--- src/rtl/taylor_config.svh ---
/* taylor calculator configuration
   data format, engine timing and register map */
`ifndef TAYLOR_CONFIG_SVH
`define TAYLOR_CONFIG_SVH

// Q2.16 signed data
`define TAYLOR_DW       18
`define TAYLOR_FRAC     16
`define TAYLOR_TERMS    4          // polynomial coefficients c0..c3

`define TAYLOR_MAC_LAT  3          // multiply-add request to response
`define TAYLOR_X_LIMIT  102944     // pi/2 in Q2.16

// wishbone register offsets
`define TAYLOR_REG_CTRL    4'h0
`define TAYLOR_REG_X       4'h4
`define TAYLOR_REG_RESULT  4'h8
`define TAYLOR_REG_STATUS  4'hC

`endif

--- src/rtl/taylor_pkg.sv ---
/* taylor calculator types
   function select, multiply-add request/response, wishbone bundles */
`default_nettype none
`include "taylor_config.svh"

package taylor_pkg;

    // codes 2 and 3 are reserved and behave as cosine
    typedef enum logic [1:0] {
        FUNC_SIN = 2'd0,
        FUNC_COS = 2'd1
    } func_e;

    typedef struct packed {
        logic                         valid;
        logic signed [`TAYLOR_DW-1:0] a;      // multiplicand
        logic signed [`TAYLOR_DW-1:0] b;      // multiplier
        logic signed [`TAYLOR_DW-1:0] c;      // addend
    } mac_req_t;

    typedef struct packed {
        logic                         valid;
        logic signed [`TAYLOR_DW-1:0] p;      // saturated a*b + c
    } mac_rsp_t;

    typedef struct packed {
        logic        cyc;
        logic        stb;
        logic        we;
        logic [3:0]  adr;
        logic [31:0] dat_w;
    } wb_req_t;

    typedef struct packed {
        logic        ack;
        logic [31:0] dat_r;                   // valid with ack
    } wb_rsp_t;

endpackage

`default_nettype wire

--- src/rtl/alu_taylor_calc.sv ---
/* taylor series sequencer
   evaluates sin or cos in Horner form, one multiply-add request at a time */
`timescale 1ns/1ps
`default_nettype none
`include "taylor_config.svh"

module alu_taylor_calc (
    input  wire                                 clk,
    input  wire                                 reset,
    input  wire                                 start,
    input  wire taylor_pkg::func_e              func,
    input  wire signed [`TAYLOR_DW-1:0]         x_in,
    output logic                                calc_done,
    output logic                                range_err,
    output logic signed [`TAYLOR_DW-1:0]        result,
    output logic [1:0]                          coef_term,
    input  wire signed [`TAYLOR_DW-1:0]         coef,
    output taylor_pkg::mac_req_t                mac_req,
    input  wire taylor_pkg::mac_rsp_t           mac_rsp
);

    typedef enum logic [2:0] {
        ST_IDLE,
        ST_CHECK,
        ST_SQUARE,
        ST_HORNER,
        ST_FINAL,
        ST_DONE
    } state_e;

    state_e                         state_q;
    taylor_pkg::func_e              func_q;
    logic signed [`TAYLOR_DW-1:0]   x_q;
    logic signed [`TAYLOR_DW-1:0]   y_q;        // x squared
    logic signed [`TAYLOR_DW-1:0]   acc_q;      // Horner accumulator
    logic [1:0]                     term_q;
    logic                           wait_q;     // request issued, response pending
    logic                           in_range;
    logic                           waiting;

    assign in_range  = (x_q <= `TAYLOR_X_LIMIT) && (x_q >= -`TAYLOR_X_LIMIT);
    assign coef_term = term_q;
    assign calc_done = (state_q == ST_DONE);
    assign waiting   = (state_q == ST_SQUARE) ||
                       (((state_q == ST_HORNER) || (state_q == ST_FINAL)) && wait_q);

    // request goes out in the first cycle of each step
    always_comb begin
        mac_req = '0;
        case (state_q)
            ST_CHECK: begin
                mac_req.valid = in_range;          // square x
                mac_req.a     = x_q;
                mac_req.b     = x_q;
            end
            ST_HORNER: begin
                mac_req.valid = !wait_q;
                mac_req.a     = acc_q;
                mac_req.b     = y_q;
                mac_req.c     = coef;
            end
            ST_FINAL: begin
                mac_req.valid = !wait_q;           // sine only, scale by x
                mac_req.a     = acc_q;
                mac_req.b     = x_q;
            end
            default: ;
        endcase
    end

    always_ff @(posedge clk) begin
        if (reset) begin
            state_q   <= ST_IDLE;
            term_q    <= '0;
            wait_q    <= 1'b0;
            range_err <= 1'b0;
            result    <= '0;
        end else begin
            case (state_q)
                ST_IDLE: begin
                    if (start) begin
                        term_q    <= 2'(`TAYLOR_TERMS - 1);
                        range_err <= 1'b0;
                        state_q   <= ST_CHECK;
                    end
                end
                ST_CHECK: begin
                    if (!in_range) begin
                        range_err <= 1'b1;
                        result    <= '0;
                        state_q   <= ST_DONE;
                    end else begin
                        state_q   <= ST_SQUARE;
                    end
                end
                ST_SQUARE: begin
                    if (mac_rsp.valid) begin
                        term_q  <= term_q - 2'd1;
                        wait_q  <= 1'b0;
                        state_q <= ST_HORNER;
                    end
                end
                ST_HORNER: begin
                    if (!wait_q) begin
                        wait_q <= 1'b1;
                    end else if (mac_rsp.valid) begin
                        wait_q <= 1'b0;
                        if (term_q != 2'd0) begin
                            term_q <= term_q - 2'd1;
                        end else if (func_q == taylor_pkg::FUNC_SIN) begin
                            state_q <= ST_FINAL;
                        end else begin
                            result  <= mac_rsp.p;
                            state_q <= ST_DONE;
                        end
                    end
                end
                ST_FINAL: begin
                    if (!wait_q) begin
                        wait_q <= 1'b1;
                    end else if (mac_rsp.valid) begin
                        wait_q  <= 1'b0;
                        result  <= mac_rsp.p;
                        state_q <= ST_DONE;
                    end
                end
                default: state_q <= ST_IDLE;       // done lasts one cycle
            endcase
        end
    end

    always_ff @(posedge clk) begin
        if ((state_q == ST_IDLE) && start) begin
            func_q <= func;
            x_q    <= x_in;
        end
        if (state_q == ST_SQUARE) begin
            acc_q <= coef;                         // preload c3 while squaring
            if (mac_rsp.valid)
                y_q <= mac_rsp.p;
        end
        if ((state_q == ST_HORNER) && mac_rsp.valid)
            acc_q <= mac_rsp.p;
    end

    // the register block must hold back a new job until this one is done
    assert property (@(posedge clk) disable iff (reset)
        start |-> (state_q == ST_IDLE));

    // the multiply-add unit answers only what was asked
    assert property (@(posedge clk) disable iff (reset)
        mac_rsp.valid |-> waiting);

endmodule

`default_nettype wire

--- src/rtl/mac_unit.sv ---
/* multiply-add unit
   three-stage pipeline computing sat((a*b) >>> frac + c), no back-pressure */
`timescale 1ns/1ps
`default_nettype none
`include "taylor_config.svh"

module mac_unit (
    input  wire                         clk,
    input  wire                         reset,
    input  wire taylor_pkg::mac_req_t   req,
    output taylor_pkg::mac_rsp_t        rsp
);

    localparam int DW      = `TAYLOR_DW;
    localparam int FRAC    = `TAYLOR_FRAC;
    localparam int SAT_MAX = (1 << (DW - 1)) - 1;
    localparam int SAT_MIN = -(1 << (DW - 1));

    logic                         s1_valid, s2_valid, s3_valid;
    logic signed [DW-1:0]         s1_a, s1_b, s1_c;
    logic signed [DW-1:0]         s2_c;
    logic signed [2*DW-FRAC-1:0]  s2_prod;      // product after the fraction shift
    logic signed [DW-1:0]         s3_p;
    logic signed [2*DW-1:0]       product;
    logic signed [2*DW-FRAC:0]    sum;
    logic signed [DW-1:0]         sat;

    assign product = s1_a * s1_b;
    assign sum     = s2_prod + s2_c;

    always_comb begin
        if (sum > SAT_MAX)
            sat = DW'(SAT_MAX);
        else if (sum < SAT_MIN)
            sat = DW'(SAT_MIN);
        else
            sat = sum[DW-1:0];
    end

    always_ff @(posedge clk) begin
        if (reset) begin
            s1_valid <= 1'b0;
            s2_valid <= 1'b0;
            s3_valid <= 1'b0;
        end else begin
            s1_valid <= req.valid;
            s2_valid <= s1_valid;
            s3_valid <= s2_valid;
        end
    end

    always_ff @(posedge clk) begin
        s1_a    <= req.a;                       // stage 1: operand registers
        s1_b    <= req.b;
        s1_c    <= req.c;
        s2_prod <= product[2*DW-1:FRAC];        // stage 2: floor shift by frac bits
        s2_c    <= s1_c;
        s3_p    <= sat;                         // stage 3: add and clamp
    end

    assign rsp = {s3_valid, s3_p};

    // a request carries known operands
    assert property (@(posedge clk) disable iff (reset)
        req.valid |-> !$isunknown({req.a, req.b, req.c}));

endmodule

`default_nettype wire

--- src/rtl/taylor_coef_rom.sv ---
/* taylor coefficient table
   Q2.16 coefficients of the sine and cosine series, by function and term */
`timescale 1ns/1ps
`default_nettype none
`include "taylor_config.svh"

module taylor_coef_rom (
    input  wire taylor_pkg::func_e          func,
    input  wire [1:0]                       term,
    output logic signed [`TAYLOR_DW-1:0]    coef
);

    always_comb begin
        if (func == taylor_pkg::FUNC_SIN) begin
            // sin(x) = x * (1 - y/6 + y^2/120 - y^3/5040), y = x^2
            case (term)
                2'd0:    coef = 18'sd65536;
                2'd1:    coef = -18'sd10923;
                2'd2:    coef = 18'sd546;
                default: coef = -18'sd13;
            endcase
        end else begin
            // cosine, also taken for the reserved codes
            case (term)
                2'd0:    coef = 18'sd65536;
                2'd1:    coef = -18'sd32768;     // -1/2
                2'd2:    coef = 18'sd2731;       // 1/24
                default: coef = -18'sd91;        // -1/720
            endcase
        end
    end

endmodule

`default_nettype wire

--- src/rtl/taylor_top.sv ---
/* taylor calculator top level
   wishbone register block, Horner sequencer, coefficient table and multiply-add unit */
`timescale 1ns/1ps
`default_nettype none
`include "taylor_config.svh"

module taylor_top (
    input  wire                         clk,
    input  wire                         reset,
    input  wire taylor_pkg::wb_req_t    wb_req,
    output taylor_pkg::wb_rsp_t         wb_rsp
);

    taylor_pkg::mac_req_t           mac_req;
    taylor_pkg::mac_rsp_t           mac_rsp;
    taylor_pkg::func_e              func;
    logic                           start;
    logic                           calc_done;
    logic                           range_err;
    logic signed [`TAYLOR_DW-1:0]   x_val;
    logic signed [`TAYLOR_DW-1:0]   result;
    logic signed [`TAYLOR_DW-1:0]   coef;
    logic [1:0]                     coef_term;

    taylor_wb_slave u_wb_slave (
        .clk        (clk        ),
        .reset      (reset      ),
        .wb_req     (wb_req     ),
        .wb_rsp     (wb_rsp     ),
        .start      (start      ),
        .func       (func       ),
        .x_val      (x_val      ),
        .calc_done  (calc_done  ),
        .range_err  (range_err  ),
        .result     (result     )
    );

    alu_taylor_calc u_calc (
        .clk        (clk        ),
        .reset      (reset      ),
        .start      (start      ),
        .func       (func       ),
        .x_in       (x_val      ),
        .calc_done  (calc_done  ),
        .range_err  (range_err  ),
        .result     (result     ),
        .coef_term  (coef_term  ),
        .coef       (coef       ),
        .mac_req    (mac_req    ),
        .mac_rsp    (mac_rsp    )
    );

    taylor_coef_rom u_coef_rom (
        .func       (func       ),      // held in the slave for the whole job
        .term       (coef_term  ),
        .coef       (coef       )
    );

    mac_unit u_mac (
        .clk        (clk        ),
        .reset      (reset      ),
        .req        (mac_req    ),
        .rsp        (mac_rsp    )
    );

endmodule

`default_nettype wire

--- src/rtl/taylor_wb_slave.sv ---
/* wishbone classic register block
   control, angle, result and status registers of the taylor calculator */
`timescale 1ns/1ps
`default_nettype none
`include "taylor_config.svh"

module taylor_wb_slave (
    input  wire                             clk,
    input  wire                             reset,
    input  wire taylor_pkg::wb_req_t        wb_req,
    output taylor_pkg::wb_rsp_t             wb_rsp,
    output logic                            start,
    output taylor_pkg::func_e               func,
    output logic signed [`TAYLOR_DW-1:0]    x_val,
    input  wire                             calc_done,
    input  wire                             range_err,
    input  wire signed [`TAYLOR_DW-1:0]     result
);

    logic                           access;
    logic                           ack_q;
    logic [31:0]                    dat_r_q;
    logic                           busy_q;
    logic                           done_q;
    logic                           err_q;
    logic                           start_q;
    logic signed [`TAYLOR_DW-1:0]   result_q;
    taylor_pkg::func_e              func_q;
    logic signed [`TAYLOR_DW-1:0]   x_q;

    assign access = wb_req.cyc && wb_req.stb && !ack_q;   // first cycle of a request
    assign wb_rsp = {ack_q, dat_r_q};
    assign start  = start_q;
    assign func   = func_q;
    assign x_val  = x_q;

    always_ff @(posedge clk) begin
        if (reset) begin
            ack_q    <= 1'b0;
            busy_q   <= 1'b0;
            done_q   <= 1'b0;
            err_q    <= 1'b0;
            start_q  <= 1'b0;
            result_q <= '0;
            func_q   <= taylor_pkg::FUNC_SIN;
            x_q      <= '0;
        end else begin
            ack_q   <= access;
            start_q <= 1'b0;
            if (access && wb_req.we) begin
                case (wb_req.adr)
                    `TAYLOR_REG_CTRL: begin
                        // function is taken only with an accepted start
                        if (wb_req.dat_w[0] && !busy_q) begin
                            func_q  <= taylor_pkg::func_e'(wb_req.dat_w[2:1]);
                            start_q <= 1'b1;
                            busy_q  <= 1'b1;
                            done_q  <= 1'b0;
                            err_q   <= 1'b0;
                        end
                    end
                    `TAYLOR_REG_X: x_q <= wb_req.dat_w[`TAYLOR_DW-1:0];
                    default: ;
                endcase
            end
            if (calc_done) begin
                busy_q   <= 1'b0;
                done_q   <= 1'b1;
                err_q    <= range_err;
                result_q <= result;              // zero on range error
            end
        end
    end

    always_ff @(posedge clk) begin
        if (access && !wb_req.we) begin
            case (wb_req.adr)
                `TAYLOR_REG_X:      dat_r_q <= {{(32-`TAYLOR_DW){x_q[`TAYLOR_DW-1]}}, x_q};
                `TAYLOR_REG_RESULT: dat_r_q <= {{(32-`TAYLOR_DW){result_q[`TAYLOR_DW-1]}},
                                                result_q};
                `TAYLOR_REG_STATUS: dat_r_q <= {29'd0, err_q, done_q, busy_q};
                default:            dat_r_q <= '0;   // ctrl is write only
            endcase
        end
    end

    // completions arrive only for a job this block started
    assert property (@(posedge clk) disable iff (reset)
        calc_done |-> busy_q);

endmodule

`default_nettype wire

--- config.mk ---
export PLATFORM = sky130hd
export DESIGN_NAME = taylor_top
export DESIGN_NICKNAME = d
export VERILOG_FILES = /design/src/rtl/taylor_pkg.sv /design/src/rtl/alu_taylor_calc.sv /design/src/rtl/mac_unit.sv /design/src/rtl/taylor_coef_rom.sv /design/src/rtl/taylor_top.sv /design/src/rtl/taylor_wb_slave.sv
export VERILOG_INCLUDE_DIRS = /design/src /design/src/rtl
export SDC_FILE = /design/constraint.sdc
export NUM_CORES = 1
export LEC_CHECK = 0
export BUFFER_PORTS_ARGS = -buffer_cell sky130_fd_sc_hd__buf_4
export CAP_MARGIN = 0
export CORE_MARGIN = 3
export CORE_UTILIZATION = 41
export CTS_CLUSTER_DIAMETER = 80
export DETAILED_ROUTE_END_ITERATION = 8
export HOLD_SLACK_MARGIN = 0.05
export SLEW_MARGIN = 20
export SYNTH_ARGS = -nofsm -noshare
export SYNTH_HDL_FRONTEND = slang
export SYNTH_SLANG_ARGS = --single-unit
--- constraint.sdc ---
create_clock -name clk -period 8.75 [get_ports clk]
set_input_delay 0.4375 -clock clk [delete_from_list [all_inputs] [get_ports clk]]
set_output_delay 0.4375 -clock clk [all_outputs]
set_load 0.005 [all_outputs]
[Yosys cells after proc, flatten, opt, wreduce, memory -nomap -nowiden]
Index checks and enable logic that the tools add are counted.
Operators by class
  multiply operators: 1
  shift-type cells: 0
  reductions and logical operators: 38
  bitwise gates (word level): 2
  multiplexer cells: 45
  order comparisons: 4
  divide/modulo/power cells: 0
  $add $sub $neg: 2
  equality and inequality tests: 20
Operators with widths (count)
  2-to-1 mux 18 bit: 11
  case mux 18 bit (3 select lines): 3
  case mux 37 bit (3 select lines): 1
  case mux 32 bit (3 select lines): 1
  multiplier 18 x 18 -> 36 bit: 1
  2-to-1 mux 3 bit: 8
  adder 20 x 18 -> 21 bit: 1
  greater-than comparator 21 x 18 -> 1 bit, second input constant: 1
  less-than comparator 21 x 18 -> 1 bit, second input constant: 1
  greater-or-equal comparator 18 bit, second input constant: 1
  <= comparator 18 bit, second input constant: 1
  case mux 3 bit (5 select lines): 1
  nonzero test 2 bit: 7
  2-to-1 mux 1 bit: 12
  2-to-1 mux 2 bit: 5
  != test 2 x 1 -> 1 bit, second input constant: 5
  != test 2 bit, second input constant: 5
  AND reduction 3 bit: 3
  equality test 4 bit, second input constant: 2
  logical AND 1 bit: 8
  AND reduction 8 bit: 1
  AND reduction 7 bit: 1
  equality test 3 x 2 -> 1 bit, second input constant: 2
  equality test 3 bit, second input constant: 2
  other kinds (17): 28
Storage, ports and cells
  output and inout bits: 33
  input bits: 41
  ROM bits: 0
  RAM bits: 0
  flip-flop bits (word level): 269
  latch bits: 0
  memories kept: 0

[Logic depth before layout (Yosys ltp)]
  depth in word-level cells: 6
  depth in mapped cells: 25
  gate-level depth less buffers: 23

[By module]
A second synthesis with hierarchy kept.
Unflattened totals
  cell total of the unflattened synthesis: 2196
  area total of the unflattened synthesis: 22048.6 um^2
By module, submodules not included
  mac_unit: instances 1, area an instance 15202.1 um^2, cells each 1568
  alu_taylor_calc: instances 1, area an instance 4154.0 um^2, cells each 366
  taylor_wb_slave: instances 1, area an instance 2555.0 um^2, cells each 240
  taylor_coef_rom: instances 1, area an instance 137.6 um^2, cells each 22

[Worst setup path after synthesis]
OpenSTA, ideal clock, no wires.
  path kind: reg-to-reg
  start point: register u_mac.s1_a[17]
  end point: register u_mac.s2_prod[18]
  cell stages (with the launch flop): 21
  slack: 2.660 ns
  data required time: 8.629 ns
  data arrival time: 5.969 ns
  buffers on the path: 2
  cell sequence: dfxtp_1 > clkbuf_1 > clkbuf_1 > nand2_1 > fa_1 > inv_1 > fa_1 > fa_1 > fa_1 > fa_1 > inv_1 > fa_1 > inv_1 > ha_1 > o21a_1 > o21a_1 > o21ai_0 > a31oi_4 > o41ai_2 > o21bai_2 > xor2_1
Between the ends
  word-level cells in the longest chain between the ends: 1
RTL lines
  start, declared: RTL line mac_unit.sv:20  | logic signed [DW-1:0] s1_a, s1_b, s1_c;
  start signal, assigned: RTL line mac_unit.sv:53  | s1_a <= req.a;
  multiplier 18 x 18 -> 36 bit: RTL line mac_unit.sv:28  | assign product = s1_a * s1_b;
  via u_mac.product[34]: RTL line mac_unit.sv:24  | logic signed [2*DW-1:0] product;
  end signal, assigned: RTL line mac_unit.sv:56  | s2_prod <= product[2*DW-1:FRAC];
  end, declared: RTL line mac_unit.sv:22  | logic signed [2*DW-FRAC-1:0] s2_prod;
The timed path passes the listed nets, and every way through them passes these cells.
A chain may end at the register's enable or synchronous reset.

[Worst setup path in the final report]
  start point: register u_mac.s1_a[6]
  end point: register u_mac.s2_prod[18]
The elaborated chain is that of the path after synthesis.

==> summary.txt <==
Layout cells sized above 1: 6.91%
TritonRoute pass-1 iters: 5
Clock Tree Root: clkbuf_16
Data required, critical path: 9.15 ns
Leakage: 0.0105 uW
Fill cell count: 4727
First-pass GRT wire length: 79700 um
Worst min path class: in -> reg
Post-CTS Resized: 0
Count of different cell masters after synthesis: 73
Max-cap viol count: 0
Die X: 232 um
Main combinational cell family by area after synthesis: adder cells
Final WL: 48200 um
Outcome: complete, no violations
Commonest non-fill, non-tap cell in the layout: inv_1
Crit start category: flip-flop
Number of global-route vias before repair: 15200
Relative slew margins: 40.0%
DRT iter0 DRCs: 823
Max Root-Sink Buffers: 3
Routed Antenna Nets: 0
Setup total negative slack: 0 ns
Antenna Diode Count: 0
Busiest grt layer: met2
Tcrit/Tclk final: 80.4%
Register area share after synthesis: 26.5%
Total Routing Usage GR: 18.4%
# DRC: 0
Dominant synthesized flop cell: dfxtp_1
Clock skew: 0.0176 ns
GP Congestion: 0.846
Ys Warns: 0
CTS buffer count: 24
Avg WL per Cell: 17.0 um
Synth Area in Adders: 38.1%
Area growth syn-to-layout: 8.45%
Die Span Y: 232 um
Clock sinks: 241
Post-synth EDFFs: 74
Mux cell area share after synthesis: 1.30%
Syn_nets: 2619
Most frequent cells in the layout: 388 x inv_1, 329 x fa_1, 267 x nand2_1
CP Class: reg -> reg
PortBufs: 59
H-tree levels: 1
Met2 usage: 31.6%
Max Slew Vio Count: 0
Final nets: 2621
Period minus WS final: 7.03 ns
Antenna violations before repair: 0
Pwr dens: 155 nW/um^2
Simple-Gate Fraction of Synth Area: 13.4%
Slew @ Worst Pin: 0.899 ns
Synth Cell Area: 21000 sq um
Hold Violations, Final: 0
CP Max Fanout: 18
Post-synthesis register bit count: 241
Via Count: 14200
Worst-path clk slew: 0.06 ns
Vias per inst: 5.03
Hold-fix buffers, CTS: 0
Initial Utilization: 41.7%
GRT met3 Usage: 1.81%
GRT overflow: 0
Clk_lat worst skew: 0.52 ns
RSZ-0062 raised after global routing: no
Compound-cell area share of the yosys netlist: 9.93%
Async set-reset flop share out of synthesis: 0%
Largest net degree at the start of global routing: 73
Fmax: 0.142 GHz
DPL Wire Length: 37700 um
Mapped Cells: 2136
Setup crit end kind: flip-flop
Synthesized-area fraction occupied by xor and xnor cells: 1.75%
# IOs: 74
VDD IR max: 114 uV
Post CTS Setup Buffer Count: 0
Die area: 54000 sq um
Row count: 82
Final setup viols: 0
Mean post-synth cell area: 9.84 sq um
CTS tree: done
Hold slack final: 0.167 ns
Met1 Track Usage GR: 25.1%
Worst EP arrival: 7.43 ns
Core Footprint: 50400 sq um
metal layers:
metal | part of all wire (%) | wire length (um)
met3 | 3.6 | 1740
met1 | 45 | 21500
met4 | 2.3 | 1090
met5 | 0 | 0
met2 | 49 | 23800
cell families after synthesis:
logic type      after synthesis
compound gates              297
xor+xnor                     42
fa+ha+maj                   442
buf+inv                     489
flops                       241
mux                          27
simple gates                598
per-stage QoR:
stage | std cells | power, uW | util [%] | instance area (sq um) | worst slack [ns]
2_1_floorplan | 2136 | 2160 | - | 21000 | 2.66
3_3_place_gp | 2784 | 2510 | 43.7 | 22000 | 1.67
3_5_place_dp | 2784 | 2520 | 43.7 | 22000 | 1.69
4_1_cts | 2827 | 3550 | 45.2 | 22800 | 1.64
5_1_grt | 2827 | 3720 | 45.3 | 22800 | 1.39
6_report | 2827 | 3520 | 45.3 | 22800 | 1.72
critical path, cell delays in order, from the launching register on:
cell and delay [ns]:
dfxtp_1 0.84, nand2_1 0.17, fa_1 0.55, inv_1 0.05, fa_1 0.49, inv_1 0.05
fa_1 0.52, inv_1 0.06, fa_1 0.46, fa_1 0.51, inv_1 0.05, fa_1 0.52
inv_1 0.07, ha_1 0.34, a21oi_1 0.20, nand2_1 0.07, a221oi_1 0.74, a31o_2 0.32
a31oi_4 0.12, o41ai_2 0.50, o21bai_2 0.10, xor2_1 0.15
power by group:
group / switching (uW) / total [uW] / leakage [uW] / internal (uW)
combinational: 591 / 975 / 0.00809 / 384
clock: 418 / 1010 / 0.000382 / 594
sequential: 235 / 1540 / 0.00203 / 1300
area by class of cell:
class                   instances  area, sq um  share of cell area (%)
clock inverters                 3         27.5                   0.121
flip-flops and latches        241         5570                    24.4
well taps                     672          841                    3.69
repair buffers                 77          578                    2.54
clock buffers                  40          763                    3.35
inverters                     388         1460                    6.39
multi-input cells            1406        13600                    59.5
cell usage after synthesis (3+ instances only):
library cell / n / area share [%]
o21ai_2: 10 / 0.42
a22o_1: 33 / 1.4
and2_1: 165 / 4.9
xor2_1: 15 / 0.62
inv_1: 388 / 6.9
a21o_1: 16 / 0.57
nor2b_1: 6 / 0.18
o31ai_2: 3 / 0.18
a31o_2: 3 / 0.13
nand2b_1: 7 / 0.21
mux2i_1: 24 / 1.1
edfxtp_1: 74 / 11
o31a_1: 4 / 0.17
buf_1: 5 / 0.089
nand2_1: 267 / 4.8
xnor2_1: 27 / 1.1
a21oi_1: 91 / 2.2
ha_1: 113 / 6.7
a22oi_1: 3 / 0.11
mux2_2: 3 / 0.16
nand4_1: 3 / 0.089
o21ai_0: 46 / 1.1
a211oi_1: 9 / 0.32
nor3_1: 17 / 0.40
fa_1: 329 / 31
buf_4: 16 / 0.57
o21bai_1: 3 / 0.11
o21a_1: 9 / 0.32
and3_1: 4 / 0.12
or3_1: 3 / 0.089
o211ai_1: 24 / 0.86
nand3_1: 28 / 0.67
a31oi_1: 3 / 0.089
clkbuf_1: 77 / 1.4
or4_1: 3 / 0.11
nor2_1: 88 / 1.6
dfxtp_1: 167 / 16
flip-flops by register name, indices dropped and copies added (netlist names), 3 cells and up:
name                 count
u_wb_slave.dat_r_q      18
u_mac.s1_c              11
u_calc.y_q              18
u_calc.state_q           3
u_wb_slave.x_val        18
u_mac.s1_b              18
u_calc.x_q              18
u_calc.result           18
u_mac.s3_p              18
u_wb_slave.result_q     18
u_mac.s2_c              11
u_mac.s1_a              18
u_calc.acc_q            18
u_mac.s2_prod           20
worst paths after layout:
kind	from	depth (start not counted)	end	slack, ns
setup / recovery	u_mac.s1_a[6]	21	u_mac.s2_prod[18]	1.72
hold / removal	wb_req[3]	3	u_wb_slave.x_val[3]	0.17
setup reg to reg	u_mac.s1_a[6]	21	u_mac.s2_prod[18]	1.72
hold reg to reg	u_mac.s1_c[9]	0	u_mac.s2_c[9]	0.33
Note: power is estimated with default switching activity, not from simulation.
